===== config.mk =====
export PLATFORM = sky130hd
export DESIGN_NAME = console_fifo
export DESIGN_NICKNAME = d
export VERILOG_FILES = /design/src/verilog/console_fifo.sv
export VERILOG_INCLUDE_DIRS = /design/src /design/src/verilog
export SDC_FILE = /design/constraint.sdc
export NUM_CORES = 1
export LEC_CHECK = 0
export ABC_AREA = 1
export BUFFER_PORTS_ARGS = -buffer_cell sky130_fd_sc_hd__buf_2
export CORE_UTILIZATION = 28
export CTS_CLUSTER_DIAMETER = 120
export DETAILED_ROUTE_END_ITERATION = 16
export GPL_TIMING_DRIVEN = 0
export PLACE_DENSITY = 0.56
export SYNTH_ARGS = -nofsm -noshare
export SYNTH_HDL_FRONTEND = slang
export SYNTH_SLANG_ARGS = --single-unit

===== constraint.sdc =====
create_clock -name clk -period 1.9 [get_ports clk]
set_clock_uncertainty 0.2 [all_clocks]
set_input_delay 0.095 -clock clk [delete_from_list [all_inputs] [get_ports clk]]
set_output_delay 0.095 -clock clk [all_outputs]
set_load 0.02 [all_outputs]

===== src/verilog/emu_params.svh =====
`ifndef EMU_PARAMS_SVH
`define EMU_PARAMS_SVH

////////////////////////////////////////
// memory map
////////////////////////////////////////

`define EMU_RAM_WORDS       1024            // 4 KiB, aliases above.
`define EMU_CONSOLE_ADDR    32'h1000_0000   // byte lane 0 only.

////////////////////////////////////////
// console
////////////////////////////////////////

`define EMU_CONSOLE_DEPTH   8
`define EMU_CONSOLE_GAP     4               // cycles between char strobes.

`endif


===== src/verilog/console_fifo.sv =====
`timescale 1ns/1ps
`include "emu_params.svh"

module console_fifo (
    input  logic       clk,
    input  logic       resetn,
    input  logic       console_push,
    input  logic [7:0] console_byte,
    input  logic       console_pop,
    output logic [7:0] console_head,
    output logic       console_empty,
    output logic       console_full
);
    localparam int DEPTH = `EMU_CONSOLE_DEPTH;
    localparam int PTR_W = $clog2(DEPTH);
    localparam int CNT_W = $clog2(DEPTH + 1);

    logic [7:0]       data_q [DEPTH];
    logic [PTR_W-1:0] wr_ptr;
    logic [PTR_W-1:0] rd_ptr;
    logic [CNT_W-1:0] count;
    logic             do_push;
    logic             do_pop;

    function automatic logic [PTR_W-1:0] next_ptr(input logic [PTR_W-1:0] p);
        return (p == PTR_W'(DEPTH - 1)) ? '0 : p + 1'b1;
    endfunction

    assign console_empty = count == '0;
    assign console_full  = count == CNT_W'(DEPTH);
    assign console_head  = data_q[rd_ptr];

    assign do_push = console_push && !console_full;   // overflow dropped.
    assign do_pop  = console_pop && !console_empty;

    always_ff @(posedge clk) begin
        if (do_push) data_q[wr_ptr] <= console_byte;
    end

    always_ff @(posedge clk) begin
        if (!resetn) begin
            wr_ptr <= '0;
            rd_ptr <= '0;
            count  <= '0;
        end else begin
            if (do_push) wr_ptr <= next_ptr(wr_ptr);
            if (do_pop) rd_ptr <= next_ptr(rd_ptr);
            case ({do_push, do_pop})
                2'b10:   count <= count + 1'b1;
                2'b01:   count <= count - 1'b1;
                default: count <= count;
            endcase
        end
    end

endmodule


==> metrics.cfg <==
[status]
status = finished with violations
violations = setup timing

[setup_path]
cp.required_ps = 1920
end_kind = flop
worstSetupPathType = flop to flop
reg2reg_slack_ps = -120
cp_max_fo = 4
cp.arrival_ps = 2040
crit_path_start = count[1]
r2r_start = count[1]
cp-start-kind = flop

[power_and_ir_drop]
vdd_drop_max_mv = 0.895
p_per_area_nw_per_um2 = 1400
power.leakage_uw = 0.00159

[clock_tree]
clkSinkCount = 77
numCtsBuffers = 9
cts_tree = done
path_clk_slew_ps = 60
cts.path.max_buffers = 2
clkLatencyLatePin_ps = 330
htreeDepth = 3
cts_root_buffer = clkbuf_16

[detailed_routing]
ant_nets = 0
wl_um = 6990
vias = 2183
dr.first_iter.drc_count = 96
viasPerCell = 4.61
firstDrtPassIters = 4
post-route-drc-count = 0
wl_per_cell_um = 14.7

[finish]
mostFrequentLayoutCells = 64 x edfxtp_1, 41 x nor2_1, 34 x nand2_1, 23 x o21ai_0, 20 x buf_2
fin_area_um2 = 4210
n_fill_cell = 1064
n_antenna_cell = 0
fin_nets = 348
final_layout_size_suffix_gt1_share_pct = 27.2
layout_commonest_cell = edfxtp_1
syn_to_final_growth_pct = 31.2
layout.cells.non_filler = 474

[synth]
yosysTopAreaCell = edfxtp_1
synth.ff_latch_count = 77
synth_area_leaders = edfxtp_1 60%, dfxtp_1 8.1%, nor2_1 5.7%
yosysTopAreaCellShare_pct = 59.9
avgSynthCellArea_um2 = 11.8
syn_inst = 273
yosys_warnings = 0
synth_cell_types = 26
ys_seq_area_share_pct = 68.0
syn_nets = 292
synth_area_um2 = 3210

[sta]
hold_viol = 0
whs_ps = 16.4
max-slew-margin-rel_pct = 43.4
setup_ws_ps = -118
fmax_mhz = 496
rsz0062_at_grt = yes
drv_slew = 0
fin_crit_ps = 2020
worst_pin_slew_ps = 846
setup-tns-final_ps = -503
setup_violations = 19
finalCritPeriodShare_pct = 106

[floorplan]
design.core.area_um2 = 11000
num_rows = 38
io_pins = 22
die_y_um = 109
start_util_pct = 29.2
fp.dieW_um = 109
dieArea_um2 = 11900

[place]
numPortBuffers = 21
place.gp.congestion = 0.728
numPlacedInstances = 434
pre_cts_slack_ps = -286
hpwlAfterDp_um = 4260
postPlaceCellArea_um2 = 3490

[global_route]
grt_pass1_wl_um = 10900
first_global_vias = 2081
grt_usage_pct = 12.8
overflow = 0
grt_max_degree = 14
antenna_found_initial = 0

[flow_run]
drv_cap = 0

[hold_path]
hold_start = console_pop
min_path_type = input port to flop

synthesized netlist by cell type:
cell type / number
a21oi_1: 5
nor2_2: 2
nand2_2: 1
xor2_1: 1
clkbuf_4: 1
nand3_1: 5
a22oi_1: 1
nand3_2: 1
nand3b_1: 1
nor2_1: 49
buf_2: 1
o21ai_1: 14
edfxtp_1: 64
o22ai_1: 8
inv_2: 2
nand2_1: 37
mux2i_1: 8
ha_1: 7
buf_4: 1
o21ai_0: 25
xnor2_1: 2
dfxtp_1: 13
and3_1: 1
inv_1: 16
o211a_1: 1
buf_6: 6
final timing paths:
kind / to / depth (start not counted)
worst min register to register: flop / 2
worst max register to register: count[2] / 14
worst max-delay path: count[2] / 14
worst min-delay path: flop / 5
cell type report:
type	instances	area, µm²	share of cell area, %
well taps	140	175	4.16
clock inverters	3	43.8	1.04
repair buffers	45	364	8.65
clock buffers	13	262	6.21
multi-input cells	169	987	23.5
inverters	18	70.1	1.66
plain buffers	9	111	2.65
flip-flops and latches	77	2200	52.2
state kept, by name, summed over array words and instances, names as in the netlist, named ones only:
register / flops
data_q: 64
wr_ptr: 3
count: 4
rd_ptr: 3
repair_timing:
| action | 4_1_cts | 5_1_grt |
|---|---|---|
| resized for setup | 35 | 14 |
| hold buffers | 9 | 0 |
| setup endpoints to repair | 73 | 60 |
| pin swaps | 9 | 9 |
| hold endpoints to repair | 75 | 0 |
| setup buffers | 10 | 5 |
| cloned | 0 | 0 |
where the power goes:
group | internal [µW] | switching [µW]
Combinational | 819 | 1170
Clock | 1100 | 639
Sequential | 2030 | 121
Total | 3950 | 1930
routing by layer:
metal	vias up	track usage, %	routed length, µm
met4	0	4.05	96
met1	1058	16.5	3260
met5	-	0	0
met3	8	4.18	388
met2	53	20.2	3240
li1	1064	-	-
worst max-delay path: stages, from the launching register on:
cell and delay, ps:
dfxtp_4 360, nor2_4 130, nand3_2 80, buf_4 140, buf_6 110, nand2_4 70, ha_4 140, nand2_2 60
inv_2 50, nor2_2 50, ha_4 150, a21oi_2 110, xnor2_1 80, o21ai_1 110, inv_1 40
stage by stage:
step	total power (µW)	util, %
final	5880	38.3
after floorplan	3270	-
after CTS	5770	37.1
after global routing	6200	38.3
after global placement	3730	31.8
after detailed placement	3750	31.8
cells by family after synthesis:
family | synth area share [%]
multiplexers | 2.50
buffers and inverters | 4.83
flip-flops | 68.0
AND/OR/NAND/NOR | 12.2
AO/OA/AOI/OAI | 8.97
adder cells (fa/ha/maj) | 2.73
XOR/XNOR | 0.819
Note: power is estimated with default switching activity, not from simulation.
