<file path="config.mk">
export PLATFORM = sky130hd
export DESIGN_NAME = console_drain
export DESIGN_NICKNAME = d
export VERILOG_FILES = /design/src/verilog/console_drain.sv
export VERILOG_INCLUDE_DIRS = /design/src /design/src/verilog
export SDC_FILE = /design/constraint.sdc
export NUM_CORES = 1
export LEC_CHECK = 0
export BUFFER_PORTS_ARGS = -buffer_cell sky130_fd_sc_hd__clkbuf_2
export CAP_MARGIN = 0
export CORE_AREA = 2 2 39 41
export DETAILED_ROUTE_END_ITERATION = 16
export DIE_AREA = 0 0 41 43
export SYNTH_ARGS = -nofsm -noshare
export SYNTH_HDL_FRONTEND = slang
export SYNTH_SLANG_ARGS = --single-unit
</file>
<file path="constraint.sdc">
create_clock -name clk -period 1.66 [get_ports clk]
set_input_delay 0.166 -clock clk [delete_from_list [all_inputs] [get_ports clk]]
set_output_delay 0.166 -clock clk [all_outputs]
set_load 0.02 [all_outputs]
</file>
<file path="src/verilog/emu_params.svh">
`ifndef EMU_PARAMS_SVH
`define EMU_PARAMS_SVH

////////////////////////////////////////
// memory map
////////////////////////////////////////

`define EMU_RAM_WORDS       1024            // 4 KiB, aliases above.
`define EMU_CONSOLE_ADDR    32'h1000_0000   // byte lane 0 only.

////////////////////////////////////////
// console
////////////////////////////////////////

`define EMU_CONSOLE_DEPTH   8
`define EMU_CONSOLE_GAP     4               // cycles between char strobes.

`endif

</file>
<file path="src/verilog/console_drain.sv">
`timescale 1ns/1ps
`include "emu_params.svh"

module console_drain (
    input  logic       clk,
    input  logic       resetn,
    input  logic       console_empty,
    input  logic [7:0] console_head,
    output logic       console_pop,
    output logic       char_valid,
    output logic [7:0] char_data
);
    localparam int GAP   = `EMU_CONSOLE_GAP;
    localparam int GAP_W = $clog2(GAP + 1);

    logic [GAP_W-1:0] gap_cnt;

    ////////////////////////////////////////
    // pacing
    ////////////////////////////////////////

    assign console_pop = !console_empty && gap_cnt == '0;

    always_ff @(posedge clk) begin
        if (!resetn) begin
            gap_cnt    <= '0;
            char_valid <= 1'b0;
        end else begin
            char_valid <= console_pop;
            if (console_pop) gap_cnt <= GAP_W'(GAP);
            else if (gap_cnt != '0) gap_cnt <= gap_cnt - 1'b1;
        end
    end

    always_ff @(posedge clk) begin
        if (console_pop) char_data <= console_head;   // shown with char_valid.
    end

endmodule

</file>
==> summary.txt <==
Setup path
  • Crit-path cells: inv_1 > ha_1 > nor2b_4 > nor2b_4 > clkbuf_2
  • Cell mode on critical path: nor2b_4
  • Kind of critical path: reg -> out
  • Startpoint types: flop
  • Slowest CP cell: dfxtp_1
  • WP buf/inv: 2
  • CP Capture Type: primary output
  • WP data arrival: 1.37 ns
  • CP max stage delay: 0.32 ns
  • Data required, critical path: 1.49 ns
  • CP max FO: 3
  • Delay-heaviest family, CP: simple AND/OR/NAND/NOR gates

Clock network
  • Total CTS buffers: 3
  • H-tree lvl count: 1
  • Post-CTS setup buffers: 1
  • Bufs on Longest Clock Path: 2
  • CTS tree: built
  • Clk sinks: 12
  • Clock transition at path regs: 0.07 ns
  • PostCTS Resize Cnt: 0
  • Cts hold-fix bufs: 0
  • CTS Root Cell: clkbuf_4
  • Clock Latency Late Sink: 0.26 ns

Global routing
  • Gr ovfl total: 0
  • First-pass GRT wire length: 1010 microns
  • Vias in the first global route: 259
  • Pin count of the biggest net entering global routing: 10
  • Initial antenna violation count: 0
  • Tot GR Track Use: 8.89%

Cells and area
  • Cell area after layout: 603 sq um
  • Number of diodes: 0
  • Share of cells above drive strength 1: 48.1%
  • # nets final: 68
  • Fill cells: about 130
  • Synth-to-Final Area Change: 34.3%

Synthesis
  • Leading area contributor after synthesis: edfxtp_1
  • Post-synthesis register bit count: 12
  • Seq/Total Area, Yosys: a little under three quarters
  • Number of library cell types mapped by synthesis: 11
  • Mapped Nets: 42
  • Synth top area cells: edfxtp_1, dfxtp_1, nor2b_4
  • Post-Synthesis Cells: 29
  • Yosys Warn Count: 0
  • Syn Area/Cell: 15.5 sq um
  • Top cell type's share of synthesized area: 53.5%
  • Cell area after synthesis: between 400 and 500 sq um

Timing
  • Worst Tran Pin Value: between 0.15 and 0.2 ns
  • Min cycle time layout: 1.54 ns
  • Fin crit share: 92.6%
  • Max Slew Vio Count: 0
  • Setup-failing EPs final: 0
  • Endpoints failing hold: 0
  • Worst Skew: 0.00225 ns
  • Setup TNS: 0 ns
  • Final hold slack: 0.0746 ns
  • RSZ-0062 raised after global routing: no
  • Maximum clock rate: around 0.65 GHz
  • Worst slew margin: 88.7%

Detailed routing
  • DR vias: 295
  • Vias per cell: around 4.2
  • Drt first-iter violations: 1
  • First-pass DRT Iterations: 2
  • Final WL: 712 microns
  • Wire length per cell: 10.2 microns
  • Remaining DRCs: 0
  • Post-route antenna net violation count: 0

Power and ir drop
  • Net Switching: 0.338 mW
  • P_leak: around 0.28 nW
  • Switching Fraction: 32.8%
  • Power Density: 1710 nW/um^2
  • Clock Power Share: 17.7%
  • Logic pwr share: about two fifths
  • Sequential power share: approximately 44%
  • Pint: 0.693 mW
  • Worst VDD drop: 523 uV

Job
  • MaxCap Viol Count: 0

Floorplan
  • Initial Utilization: 32.5%
  • Die Area: between 1500 and 2000 sq um
  • Die extent in x: between 40 and 50 microns
  • Row cnt: 14
  • Die Ht: ~43 microns
  • Core Footprint: 1380 sq um
  • Io pins: 21

Placement
  • Port Buffers: 20
  • Area post-placement: between 500 and 600 sq um
  • Gp weighted congestion: about 0.65

Outcome
  • Status: completed

Worst hold path
  • Hold Path Class: in -> reg
-- path summary, 6_finish.rpt --
| path | startpoint | endpoint | slack, ns | depth (start not counted) |
|---|---|---|---|---|
| setup / recovery | gap_cnt[0] | console_pop | 0.12 | 5 |
| hold / removal | console_head[6] | char_data[6] | 0.07 | 1 |
| hold reg to reg | gap_cnt[0] | gap_cnt[0] | 0.58 | 2 |
| setup reg to reg | gap_cnt[0] | char_data[3] | 0.27 | 5 |
-- cell families (layout without fill, tap and decap cells) --
group                    after synthesis  after routing  share of synthesized area (%)
AO/OA/AOI/OAI                          2              2                           3.34
adder cells (fa/ha/maj)                2              2                           5.57
buffers and inverters                  2             27                           1.67
flip-flops                            12             12                           71.3
multiplexers                           2              2                           4.46
AND/OR/NAND/NOR                        9              9                           13.6
-- through the flow --
| step | utilization, % | total power, mW | std cells | worst slack (ns) |
|---|---|---|---|---|
| detailed placement | 41.1 | 0.848 | 65 | 0.214 |
| global route | 43.6 | 1.10 | 70 | 0.0335 |
| global placement | 41.1 | 0.841 | 65 | 0.233 |
| CTS | 43.6 | 1.05 | 70 | 0.106 |
| floorplan | - | 0.747 | 29 | 0.280 |
| finish | 43.6 | 1.03 | 70 | 0.123 |
-- cells in the final DEF (no fill, tap or decap), drive strengths merged --
cell type	synthesis	routed
nand2	3	3
buf	0	1
a21oi	1	1
edfxtp	8	8
ha	2	2
o211a	1	1
nor2	1	1
and2	3	3
clkbuf	0	24
inv	2	2
nor2b	2	2
dfxtp	4	4
mux2i	2	2
-- per-layer routing --
metal | part of all wire (%) | wire [microns] | GRT usage [%] | vias to the layer above
li1 | - | - | - | 151
met1 | 41 | 290 | 9.86 | 127
met2 | 43 | 304 | 12.8 | 17
met3 | 17 | 118 | 4.19 | 0
met4 | 0 | 0 | 6.00 | 0
met5 | 0 | 0 | 0 | -
-- worst reg2reg max path, cell delays in order (launching register included) --
cell and delay, ns:
dfxtp_1 0.32, inv_1 0.08, ha_1 0.19, nor2b_4 0.19
nor2b_4 0.16, buf_4 0.17
-- sequential cells by signal, summed over array words and instances (netlist names) --
| register | cells |
|---|---|
| gap_cnt | 3 |
| char_data | 8 |
| char_valid | 1 |
-- cells in the mapped netlist --
cell type  count
a21oi_1        1
and2_1         3
dfxtp_1        4
edfxtp_1       8
ha_1           2
inv_1          2
mux2i_1        2
nand2_1        3
nor2_1         1
nor2b_4        2
o211a_1        1
-- power groups by stage --
stage	Combinational (mW)	Clock, mW	Sequential (mW)
3_5_place_dp	0.386	0	0.462
4_1_cts	0.402	0.190	0.454
2_1_floorplan	0.227	0	0.520
5_1_grt	0.440	0.202	0.459
3_3_place_gp	0.383	0	0.459
6_report	0.395	0.182	0.454
-- cell type report --
class | count | area (sq um) | area share [%]
Sequential cell | 12 | 320 | 53.1
Inverter | 2 | 7.51 | 1.24
Timing Repair Buffer | 21 | 108 | 17.8
Multi-Input combinational cell | 15 | 121 | 20.1
Tap cell | 16 | 20.0 | 3.32
Clock buffer | 4 | 26.3 | 4.36
No activity file was read; power rests on OpenSTA's default activity.
