--- src/verilog/emu_params.svh ---
`ifndef EMU_PARAMS_SVH
`define EMU_PARAMS_SVH

////////////////////////////////////////
// memory map
////////////////////////////////////////

`define EMU_RAM_WORDS       1024            // 4 KiB, aliases above.
`define EMU_CONSOLE_ADDR    32'h1000_0000   // byte lane 0 only.

////////////////////////////////////////
// console
////////////////////////////////////////

`define EMU_CONSOLE_DEPTH   8
`define EMU_CONSOLE_GAP     4               // cycles between char strobes.

`endif

--- src/verilog/emu_pkg.sv ---
package emu_pkg;

    ////////////////////////////////////////
    // native memory port
    ////////////////////////////////////////

    typedef struct packed {
        logic [31:0] addr;
        logic [31:0] wdata;
        logic [3:0]  wstrb;     // zero means read.
        logic        instr;     // fetch hint from the core.
    } mem_req_t;

    ////////////////////////////////////////
    // axi-lite write data channel
    ////////////////////////////////////////

    typedef struct packed {
        logic [31:0] data;
        logic [3:0]  strb;
    } axi_w_t;

endpackage

--- src/verilog/mem_axi_bridge.sv ---
`timescale 1ns/1ps
`include "emu_params.svh"

module mem_axi_bridge (
    input  logic              clk,
    input  logic              resetn,
    input  logic              mem_valid,
    input  emu_pkg::mem_req_t mem_req,
    output logic              mem_ready,
    output logic [31:0]       mem_rdata,
    output logic              awvalid,
    input  logic              awready,
    output logic [31:0]       awaddr,
    output logic              wvalid,
    input  logic              wready,
    output emu_pkg::axi_w_t   w,
    input  logic              bvalid,
    output logic              bready,
    output logic              arvalid,
    input  logic              arready,
    output logic [31:0]       araddr,
    input  logic              rvalid,
    output logic              rready,
    input  logic [31:0]       rdata,
    output logic              console_push,
    output logic [7:0]        console_byte,
    input  logic              console_full
);
    import emu_pkg::*;

    logic is_ram;
    logic is_write;
    logic is_con_wr;
    logic is_other;
    logic aw_fire, w_fire, b_fire, ar_fire, r_fire;
    logic aw_done, w_done, ar_done;
    logic ack_q;            // console or unmapped completion.

    ////////////////////////////////////////
    // decode
    ////////////////////////////////////////

    assign is_ram    = mem_req.addr[31:28] == 4'h0;
    assign is_write  = |mem_req.wstrb;
    assign is_con_wr = is_write && mem_req.addr == `EMU_CONSOLE_ADDR;
    assign is_other  = !is_ram && !is_con_wr;  // includes console reads.

    assign aw_fire = awvalid && awready;
    assign w_fire  = wvalid && wready;
    assign b_fire  = bvalid && bready;
    assign ar_fire = arvalid && arready;
    assign r_fire  = rvalid && rready;

    ////////////////////////////////////////
    // axi-lite request side
    ////////////////////////////////////////

    assign awvalid = mem_valid && is_ram && is_write && !aw_done;
    assign awaddr  = mem_req.addr;
    assign wvalid  = mem_valid && is_ram && is_write && !w_done;
    assign w       = axi_w_t'{data: mem_req.wdata, strb: mem_req.wstrb};
    assign bready  = aw_done && w_done;
    assign arvalid = mem_valid && is_ram && !is_write && !ar_done;
    assign araddr  = mem_req.addr;
    assign rready  = ar_done;

    always_ff @(posedge clk) begin
        if (!resetn) begin
            aw_done <= 1'b0;
            w_done  <= 1'b0;
            ar_done <= 1'b0;
        end else begin
            if (b_fire) begin
                aw_done <= 1'b0;
                w_done  <= 1'b0;
            end else begin
                if (aw_fire) aw_done <= 1'b1;
                if (w_fire) w_done <= 1'b1;
            end
            if (r_fire) ar_done <= 1'b0;
            else if (ar_fire) ar_done <= 1'b1;
        end
    end

    ////////////////////////////////////////
    // console and unmapped
    ////////////////////////////////////////

    // hold off while the ack of this request is still out.
    assign console_push = mem_valid && is_con_wr && !console_full && !ack_q;
    assign console_byte = mem_req.wdata[7:0] & {8{mem_req.wstrb[0]}};

    always_ff @(posedge clk) begin
        if (!resetn) begin
            ack_q <= 1'b0;
        end else begin
            ack_q <= console_push || (mem_valid && is_other && !ack_q);
        end
    end

    assign mem_ready = b_fire || r_fire || ack_q;
    assign mem_rdata = r_fire ? rdata : 32'h0;

endmodule
--- config.mk ---
export PLATFORM = sky130hd
export DESIGN_NAME = mem_axi_bridge
export DESIGN_NICKNAME = d
export VERILOG_FILES = /design/src/verilog/emu_pkg.sv /design/src/verilog/mem_axi_bridge.sv
export VERILOG_INCLUDE_DIRS = /design/src /design/src/verilog
export SDC_FILE = /design/constraint.sdc
export NUM_CORES = 1
export LEC_CHECK = 0
export BUFFER_PORTS_ARGS = -buffer_cell sky130_fd_sc_hd__buf_4
export CAP_MARGIN = 20
export CELL_PAD_IN_SITES_DETAIL_PLACEMENT = 0
export CELL_PAD_IN_SITES_GLOBAL_PLACEMENT = 1
export CORE_MARGIN = 4
export CORE_UTILIZATION = 13
export CTS_CLUSTER_SIZE = 10
export DETAILED_ROUTE_END_ITERATION = 12
export GPL_TIMING_DRIVEN = 0
export PLACE_DENSITY = 0.78
export SYNTH_ARGS = -nofsm -noshare
export SYNTH_HDL_FRONTEND = slang
export SYNTH_SLANG_ARGS = --single-unit
--- constraint.sdc ---
create_clock -name clk -period 0.9 [get_ports clk]
set_input_delay 0.09 -clock clk [delete_from_list [all_inputs] [get_ports clk]]
set_output_delay 0.09 -clock clk [all_outputs]
set_load 0.1 [all_outputs]
==> parameters.txt, run 1 <==
Parameter                              Value

Status
  Result of the run    finished, violations left
  Violations in the final reports    negative setup slack

Pwr
  Sequential share of power    under 10%
  Switching power of the nets    0.002362 W
  Max IR drop VDD    about 0.56 mV
  Leakage power total    approximately 2.2 nW
  Switching share of power    63.47%
  Power density over cell area    roughly 860 nW/um^2
  Portion of total power attributed to combinational logic    85.0%
  Cell-internal power    ~0.0014 W
  Part of the total power dissipated in the clock network    around 10%

Route
  DRT antenna net count    0
  First-iteration detailed-routing DRC count    just over 60
  WL final    7.775 mm
  Number of detailed-routing iterations run before antenna repair    4
  Count of unresolved DRC violations after routing    0
  DR WL/cell    roughly 13 um
  Number of vias per cell after detailed routing    about 3.7
  Via total after detailed routing    about 2100

Finish
  Footprint of the flip-flops and latches    87.58 sq um
  Synthesis-to-finish area growth    220.5%
  Number of fill cells    just over 900
  ANT cells    0
  Nets    555
  Area of the multi-input gates    between 700 and 800 sq um
  Layout cells sized above 1    between 90% and 100%
  Share of the core filled with cells in the final layout    between 40% and 50%

Global route
  Initial antenna violation count    0
  Global-route total usage across every layer    10.89%
  Total gr overflow    0
  Via count of the first global-routing pass    ~2200
  Maximum number of pins on one net before global-route repair    11
  Wire length of the first global-routing pass    approximately 11 mm

Clocking
  Depth of the CTS H-tree    1
  TritonCTS buffer count    3
  Quantity of hold-fixing buffers added after cts    0
  Max Buffers Root-to-Sink    2
  TritonCTS Sinks    4
  Clock slew at the register clock pins of the worst setup and hold paths    approximately 0.030 ns
  Clock latency reported for the late side of the worst-skew pair    0.21 ns
  CTS tree    done
  Root buf cell    clkbuf_8

Die
  Die Span Y    roughly 110 um
  Row count    36
  Die outline area    12090 sq um
  Initial Utilization    a little over an eighth
  I/O pin count    between 200 and 300
  Overall die width    110.0 um
  Std-Cell Core Area    roughly 10000 sq um

STA
  Min Hold Slack    between 0.1 and 0.15 ns
  Max-slew violation total from the final report    0
  Worst slew margin relative to its limit    between 70 and 80%
  Setup-violating endpoint count in the final report    43
  Worst setup margin    -0.4728 ns
  Count of final hold-check violations    0
  Setup Skew    roughly 0.0000064 ns
  Ratio of final minimum period to clock period    152.5%
  Final TNS setup    -14.45 ns
  Worst Max-Slew Pin Slew    roughly 0.41 ns
  Setup repair after global routing missed its margin    true
  Clock period minus final worst setup slack    ~1.4 ns
  Fmax    about 730 MHz

Hold path
  Worst hold path depth    2
  Min-delay worst type    primary input to flip-flop

Worst setup path
  Depth of the worst register-to-register path    5
  Startpoint kind of the worst setup timing path    flip-flop
  Critical Path AT    1.28 ns
  Peak fanout along the critical path    2
  CP endpoint kind    primary output
  Worst setup path class    flip-flop to primary output
  Required time of the critical path    a little over 0.8 ns

Yosys
  Mapped cell area    between 1000 and 1500 sq um
  Fraction of the yosys area taken by sequential cells    5.926%
  Synthesized area per cell    about 7 sq um
  Syn_nets    approximately 300
  Area share of the largest cell type after synthesis    ~56%
  Cell count after synthesis    between 150 and 200
  Synth area leader    buf_4
  Number of register bits inferred by synthesis    4
  Async set-or-reset flop fraction in the synthesized netlist    0%
  Distinct cell type count of the synthesized netlist    24
  Number of synthesized flops with an enable pin    0
  Synth area leaders    buf_4, and3_1, dfxtp_1
  Synthesis warning total    0
  Most used flip-flop cell after synthesis    dfxtp_1

Flow run
  Number of max-cap violations    0

Place
  Final HPWL DP    6.247 mm
  Port Buffers    231
  Global placer's final weighted congestion    around 0.74
==> stage by stage <==
step | instance area, sq um | std cells | setup slack, ns | power [W]
2_1_floorplan | 1439 | 188 | -0.8057 | 0.002527
3_3_place_gp | 3339 | 552 | -0.7427 | 0.003279
3_5_place_dp | 3339 | 552 | -0.7533 | 0.003290
4_1_cts | 4164 | 568 | -0.4685 | 0.003717
5_1_grt | 4330 | 576 | -0.5649 | 0.003835
6_report | 4330 | 576 | -0.4728 | 0.003722
==> sequential cells by signal (all words and copies together) (netlist names) <==
register,flops
ack_q,1
aw_done,1
w_done,1
rready,1
==> critical path, cell delays in order, from the launching register on <==
cell and delay (ns):
dfxtp_2 0.32, nor3b_2 0.14, nand4_1 0.16, nor3_4 0.24, buf_12 0.20
==> metal layers <==
metal	wire, um	vias to the layer above	global-route usage, %	share of wire (%)
li1	-	1048	-	-
met1	2457	962	11.57	32
met2	4655	116	22.66	60
met3	628	2	1.351	8.1
met4	34	0	1.603	0.44
met5	0	-	0	0
==> layout make-up <==
type	instances	share of cell area, %
well taps	133	3.843
inverters	1	0.08668
multi-input cells	77	17.60
plain buffers	106	18.64
flip-flops and latches	4	2.023
clock buffers	3	0.9535
repair buffers	252	56.86
==> cell usage in the layout (no fill, tap or decap), drive strengths merged <==
master	instances
and3	32
nand3b	1
nand3	1
buf	354
or4	1
and2	9
nand2	5
nor4	5
clkbuf	7
nor3b	2
dfxtp	4
a21oi	1
nor4b	1
inv	1
nand4	4
a221o	1
nor2	5
a31o	1
nor3	6
o21ai	2
==> power groups by stage <==
stage	logic [W]	registers (W)	clock network, W
2_1_floorplan	0.00234	0.000188	0
3_3_place_gp	0.00309	0.000189	0
6_report	0.00316	0.000183	0.000374
5_1_grt	0.00326	0.000184	0.000389
3_5_place_dp	0.00310	0.000189	0
4_1_cts	0.00316	0.000183	0.000378
==> synth_stat cells, types with 2 or more instances <==
| master | number |
|---|---|
| nor4_1 | 4 |
| and2_2 | 8 |
| and3_1 | 32 |
| clkbuf_1 | 6 |
| nor3_1 | 4 |
| nand2_1 | 5 |
| nor3b_1 | 2 |
| nand4_1 | 4 |
| o21ai_0 | 2 |
| dfxtp_1 | 4 |
| buf_4 | 100 |
| nor2_1 | 5 |
==> final timing paths <==
| kind | from | end | slack [ns] |
|---|---|---|---|
| worst min register to register | aw_done$_SDFFE_PP0P_ | aw_done$_SDFFE_PP0P_ | 0.57 |
| worst max-delay path | ack_q$_SDFF_PN0_ | console_push | -0.47 |
| worst min-delay path | arready | rready$_SDFFE_PP0P_ | 0.11 |
| worst max register to register | rready$_SDFFE_PP0P_ | rready$_SDFFE_PP0P_ | -0.18 |
==> what timing repair did <==
item | in CTS | in global routing
pin swaps | 16 | 7
gates cloned | 2 | 1
setup buffers | 11 | 8
endpoints found under the setup margin | 43 | 43
gates resized for setup | 170 | 23
==> cells by family after synthesis <==
group / after synthesis / synth area share, %
buffers and inverters: 107 / 57.50
AND/OR/NAND/NOR: 72 / 34.07
AO/OA/AOI/OAI: 5 / 2.500
flip-flops: 4 / 5.926
No activity file was read; power rests on OpenSTA's default activity.
==> run 2, diff against run 1 <==
--- a/config.mk
+++ b/config.mk
@@ -11,11 +11,11 @@
 export CELL_PAD_IN_SITES_DETAIL_PLACEMENT = 0
 export CELL_PAD_IN_SITES_GLOBAL_PLACEMENT = 1
 export CORE_MARGIN = 4
-export CORE_UTILIZATION = 13
+export CORE_UTILIZATION = 14
 export CTS_CLUSTER_SIZE = 10
 export DETAILED_ROUTE_END_ITERATION = 12
 export GPL_TIMING_DRIVEN = 0
-export PLACE_DENSITY = 0.78
+export PLACE_DENSITY = 0.8
 export SYNTH_ARGS = -nofsm -noshare
 export SYNTH_HDL_FRONTEND = slang
 export SYNTH_SLANG_ARGS = --single-unit
==> constraint.sdc (replaced) <==
create_clock -name clk -period 1.4 [get_ports clk]
set_input_delay 0.14 -clock clk [delete_from_list [all_inputs] [get_ports clk]]
set_output_delay 0.14 -clock clk [all_outputs]
set_load 0.1 [all_outputs]
==> parameters.txt, run 2 (same netlist as run 1, synthesis figures left out) <==
Parameter                              Value

STA
  Fmax    703.4 MHz
  Clock period minus final worst setup slack    1.422 ns
  Count of final hold-check violations    0 (unchanged)
  Worst Max-Slew Pin Slew    0.3220 ns (-0.09191 ns)
  Worst setup margin    -0.02164 ns (+0.4512 ns)
  Worst slew margin relative to its limit    78.37% (+6.0 points)
  Final TNS setup    -0.02164 ns (+14.43 ns)
  Setup repair after global routing missed its margin    true
  Ratio of final minimum period to clock period    101.5%
  Setup-violating endpoint count in the final report    1 (-98%)
  Max-slew violation total from the final report    0 (unchanged)
  Setup Skew    0.00001654 ns (+0.00001010 ns)

Hold path
  End of the worst hold path    rready$_SDFFE_PP0P_
  Start point of the worst min-delay path    arready
  Min-delay worst type    primary input to flip-flop
  Worst hold path depth    2 (unchanged)

Die
  Overall die width    106.2 um (-3.4%)
  I/O pin count    257 (unchanged)
  Initial Utilization    14.49% (+0.91 points)
  Die Span Y    106.2 um (-3.4%)
  Row count    35 (-2.8%)
  Die outline area    11290 sq um (-6.6%)
  Std-Cell Core Area    9328 sq um (-6.3%)

Route
  DR WL/cell    12.47 um (-7.6%)
  DRT antenna net count    0 (unchanged)
  Via total after detailed routing    2046 (-3.9%)
  Count of unresolved DRC violations after routing    0 (unchanged)
  First-iteration detailed-routing DRC count    37 (-40%)
  WL final    6.970 mm (-10%)
  Number of detailed-routing iterations run before antenna repair    4 (unchanged)
  Number of vias per cell after detailed routing    3.660 (-0.93%)

Finish
  Layout cells sized above 1    94.19% (-0.62 points)
  ANT cells    0 (unchanged)
  Commonest non-fill, non-tap cells in the layout    buf_4, and3_2, buf_6
  Nets    542 (-2.3%)
  Share of the core filled with cells in the final layout    40.56% (-2.9 points)
  Most common cell after layout, fill and taps aside    buf_4
  Synthesis-to-finish area growth    180.0%

Global route
  Initial antenna violation count    0 (unchanged)
  Via count of the first global-routing pass    2115 (-3.3%)
  Wire length of the first global-routing pass    10.34 mm (-1.5%)
  Total gr overflow    0 (unchanged)
  Maximum number of pins on one net before global-route repair    11 (unchanged)
  Global-route total usage across every layer    11.12% (+0.23 points)

Worst setup path
  Launching point of the worst reg2reg path    aw_done$_SDFFE_PP0P_
  Peak fanout along the critical path    3 (+1)
  Worst setup slack for register-to-register paths    0.30 ns (+0.48 ns)
  Critical Path AT    1.28 ns (about the same)
  Worst setup path class    primary input to primary output
  CP endpoint kind    primary output
  Required time of the critical path    1.26 ns (+0.45 ns)
  Depth of the worst register-to-register path    4 (-1)
  Critical register-to-register path endpoint    w_done$_SDFFE_PP0P_
  Startpoint kind of the worst setup timing path    primary input

Clocking
  Root buf cell    clkbuf_8
  Depth of the CTS H-tree    1 (unchanged)
  Quantity of hold-fixing buffers added after cts    0 (unchanged)
  Clock latency reported for the late side of the worst-skew pair    0.21 ns (about the same)
  Clock slew at the register clock pins of the worst setup and hold paths    0.03 ns (about the same)
  CTS tree    done
  Max Buffers Root-to-Sink    2 (unchanged)
  TritonCTS buffer count    3 (unchanged)
  TritonCTS Sinks    4 (unchanged)

Place
  Final HPWL DP    6.159 mm (-1.4%)
  Global placer's final weighted congestion    0.7429 (-0.11%)
  Port Buffers    231 (unchanged)

Status
  Result of the run    finished, violations left
  Violations in the final reports    negative setup slack

Pwr
  Leakage power total    2.085 nW (-4.3%)
  Max IR drop VDD    0.3509 mV (-37%)
  Power density over cell area    627.6 nW/um^2 (-27%)

Flow run
  Number of max-cap violations    0 (unchanged)
==> run 2: changes by cell type in the layout (fill, tap and decap cells not counted), moves of 2 or more <==
cell,previous run,this run
and3_2,0,32
and3_4,32,0
buf_12,40,10
buf_6,10,17
buf_8,5,12
clkbuf_4,0,3
nor4_1,2,0
nor4_2,1,3
o21ai_0,0,2
o21ai_2,2,0
==> run 2: area by class of cell <==
class	count	area [sq um]
inverters	1	3.754
fillers	954	5544
clock buffers	3	41.29
plain buffers	106	784.5
multi-input cells	77	631.9
flip-flops and latches	4	87.58
repair buffers	239	2073
well taps	129	161.4
==> run 2: report_power, final <==
part	internal [W]	switching (W)
registers	0.000116	0.00000245
logic	0.000572	0.00145
clock network	0.000183	0.0000561
total	0.000871	0.00150
==> run 2: worst max-delay path: stages <==
cell     delay [ns]
buf_6          0.09
or4_4          0.58
nand4_1        0.22
nor3_4         0.08
buf_12         0.17
==> run 2: layer usage <==
layer	share of wire (%)	wire length, um	global-route usage [%]
met1	32	2239	11.65
met2	58	4043	22.35
met3	9.3	646	2.429
met4	0.57	40	2.220
met5	0	0	0
==> run 2: through the flow <==
stage          instances  power, W  setup WS (ns)  hold WS (ns)  instance area (sq um)
2_1_floorplan        188  0.001622        -0.3557        0.2746                   1421
3_3_place_gp         548  0.002102        -0.3232        0.3619                   3317
3_5_place_dp         548  0.002109        -0.3502        0.3625                   3317
4_1_cts              556  0.002376       -0.05237        0.1364                   3603
5_1_grt              559  0.002455       -0.06583        0.1357                   3784
6_report             559  0.002375       -0.02164        0.1422                   3784
==> run 2: worst max-delay path by stage <==
stage | startpoint | end | depth (start not counted)
finish | mem_req[3] | console_push | 5
detailed placement | mem_req[65] | awvalid | 5
global route | mem_req[3] | console_push | 5
CTS | ack_q$_SDFF_PN0_ | console_push | 4
global placement | mem_req[65] | awvalid | 5
floorplan | mem_req[1] | rready$_SDFFE_PP0P_ | 3
==> run 2: what timing repair did <==
item / 4_1_cts / 5_1_grt
endpoints found under the hold margin: 0 / 0
buffers inserted: 5 / 3
setup endpoints to repair: 35 / 35
resized for setup: 56 / 39
pin swaps: 8 / 7
==> run 3, diff against run 2 <==
--- a/config.mk
+++ b/config.mk
@@ -14,7 +14,7 @@
 export CORE_UTILIZATION = 14
 export CTS_CLUSTER_SIZE = 10
 export DETAILED_ROUTE_END_ITERATION = 12
-export GPL_TIMING_DRIVEN = 0
+export GPL_TIMING_DRIVEN = 1
 export PLACE_DENSITY = 0.8
 export SYNTH_ARGS = -nofsm -noshare
 export SYNTH_HDL_FRONTEND = slang
==> parameters.txt, run 3 (same netlist as run 1, synthesis figures left out) <==
Parameter                              Value

Hold path
  Start point of the worst min-delay path    arready
  Min-delay worst type    primary input to flip-flop
  Worst hold path depth    2 (unchanged)

Global route
  Wire length of the first global-routing pass    8.852 mm (-14%)
  Global-route total usage across every layer    9.613% (-1.5 points)
  Initial antenna violation count    0 (unchanged)
  Via count of the first global-routing pass    1731 (-18%)
  Maximum number of pins on one net before global-route repair    35 (+24)
  Total gr overflow    0 (unchanged)

Route
  DRT antenna net count    0 (unchanged)
  Via total after detailed routing    1659 (-19%)
  WL final    6.060 mm (-13%)
  First-iteration detailed-routing DRC count    48 (+30%)
  Number of detailed-routing iterations run before antenna repair    4 (unchanged)
  Number of vias per cell after detailed routing    3.646 (-0.38%)
  DR WL/cell    13.32 um (+6.8%)
  Count of unresolved DRC violations after routing    0 (unchanged)

Die
  Overall die width    106.2 um (unchanged)
  Initial Utilization    14.49% (unchanged)
  Std-Cell Core Area    9328 sq um (unchanged)
  Die Span Y    106.2 um (unchanged)
  Row count    35 (unchanged)
  I/O pin count    257 (unchanged)
  Die outline area    11290 sq um (unchanged)

Finish
  Most common cell after layout, fill and taps aside    buf_4
  Layout cells sized above 1    92.94% (-1.2 points)
  Synthesis-to-finish area growth    111.1%
  Area of the multi-input gates    634.4 sq um (+0.40%)
  Number of fill cells    986 (+3.4%)
  Nets    438 (-19%)
  ANT cells    0 (unchanged)
  Commonest non-fill, non-tap cells in the layout    buf_4, and3_2, and2_2
  Layout Cell Area excl Fill    2853 sq um (-25%)
  Footprint of the flip-flops and latches    90.09 sq um (+2.9%)

STA
  Setup-violating endpoint count in the final report    2 (+1)
  Fmax    702.6 MHz (-0.12%)
  Ratio of final minimum period to clock period    101.7% (+0.12 points)
  Max-slew violation total from the final report    0 (unchanged)
  Clock period minus final worst setup slack    1.423 ns (+0.001748 ns)
  Setup repair after global routing missed its margin    true
  Count of final hold-check violations    0 (unchanged)
  Worst Max-Slew Pin Slew    0.3096 ns (-0.01240 ns)
  Min Hold Slack    0.1393 ns (-0.002913 ns)
  Final TNS setup    -0.03239 ns (-0.01075 ns)
  Setup Skew    0.00001217 ns (-0.000004371 ns)
  Worst setup margin    -0.02338 ns (-0.001748 ns)
  Worst slew margin relative to its limit    79.36% (+0.99 points)

Worst setup path
  Depth of the worst register-to-register path    5 (+1)
  Worst setup path start    mem_req[3]
  CP endpoint kind    primary output
  Required time of the critical path    1.26 ns (about the same)
  Peak fanout along the critical path    3 (unchanged)
  Launching point of the worst reg2reg path    rready$_SDFFE_PP0P_
  Critical Path AT    1.28 ns (about the same)
  Worst setup path class    primary input to primary output
  Startpoint kind of the worst setup timing path    primary input

Pwr
  Leakage power total    1.573 nW (-25%)
  Switching power of the nets    0.001192 W (-21%)
  Power after layout    0.001883 W (-21%)
  Switching share of power    63.28% (about the same)
  Sequential share of power    6.2% (+1.2 points)
  Portion of total power attributed to combinational logic    80.9% (-4.0 points)
  Power density over cell area    660.0 nW/um^2 (+5.2%)
  Cell-internal power    0.0006913 W (-21%)
  Part of the total power dissipated in the clock network    12.9% (+2.8 points)
  Max IR drop VDD    0.3143 mV (-10%)

Status
  Result of the run    finished, violations left
  Violations in the final reports    negative setup slack

Clocking
  Max Buffers Root-to-Sink    2 (unchanged)
  Root buf cell    clkbuf_8
  TritonCTS buffer count    3 (unchanged)
  TritonCTS Sinks    4 (unchanged)
  Clock slew at the register clock pins of the worst setup and hold paths    0.03 ns (about the same)
  Depth of the CTS H-tree    1 (unchanged)
  Clock latency reported for the late side of the worst-skew pair    0.21 ns (about the same)
  CTS tree    done

Place
  Global placer's final weighted congestion    0.7149 (-3.8%)
  Final HPWL DP    5.143 mm (-16%)
  Port Buffers    207 (-10%)
  Placed instance area    2566 sq um (-23%)

Flow run
  Number of max-cap violations    0 (unchanged)
-- run 3: layer usage --
layer | GRT usage (%) | share of wire [%]
met5 | 0 | 0
met4 | 2.960 | 1.4
met3 | 2.429 | 10
met2 | 18.42 | 55
met1 | 10.19 | 33
-- run 3: cell type report --
type                       instances  area share (%)
clock buffer                       3           1.447
timing repair buffer             241           67.37
inverter                           1          0.1316
sequential                         4           3.158
multi-input combinational         77           22.24
tap                              129           5.658
-- run 3: worst max-delay path: stages --
cell     delay [ns]
buf_6          0.09
or4_4          0.58
nand4_1        0.22
nor3_4         0.08
buf_12         0.17
-- run 3: final timing paths --
check	to	slack (ns)
worst min-delay path	rready$_SDFFE_PP0P_	0.14
worst max-delay path	console_push	-0.02
worst min register to register	w_done$_SDFFE_PP0P_	0.49
worst max register to register	rready$_SDFFE_PP0P_	0.24
-- run 3: stage by stage --
step           setup slack, ns  cells  utilization (%)
6_report              -0.02338    455            30.58
5_1_grt               -0.07870    455            30.58
4_1_cts               -0.04391    453            29.75
3_5_place_dp           -0.1662    445            27.51
3_3_place_gp           -0.1951    445            27.51
2_1_floorplan          -0.3557    188                -
-- run 3: power by group through the flow --
stage / Sequential, W / Combinational (W) / Clock (W)
6_report: 0.000117 / 0.00152 / 0.000242
5_1_grt: 0.000117 / 0.00157 / 0.000264
4_1_cts: 0.000117 / 0.00151 / 0.000255
3_5_place_dp: 0.000122 / 0.00149 / 0
3_3_place_gp: 0.000122 / 0.00148 / 0
2_1_floorplan: 0.000121 / 0.00150 / 0
-- run 3: what timing repair did --
action,4_1_cts,5_1_grt
pin swaps,6,5
cloned,0,0
hold buffers,0,0
buffers inserted,5,2
setup endpoints to repair,38,5
resized for setup,29,12
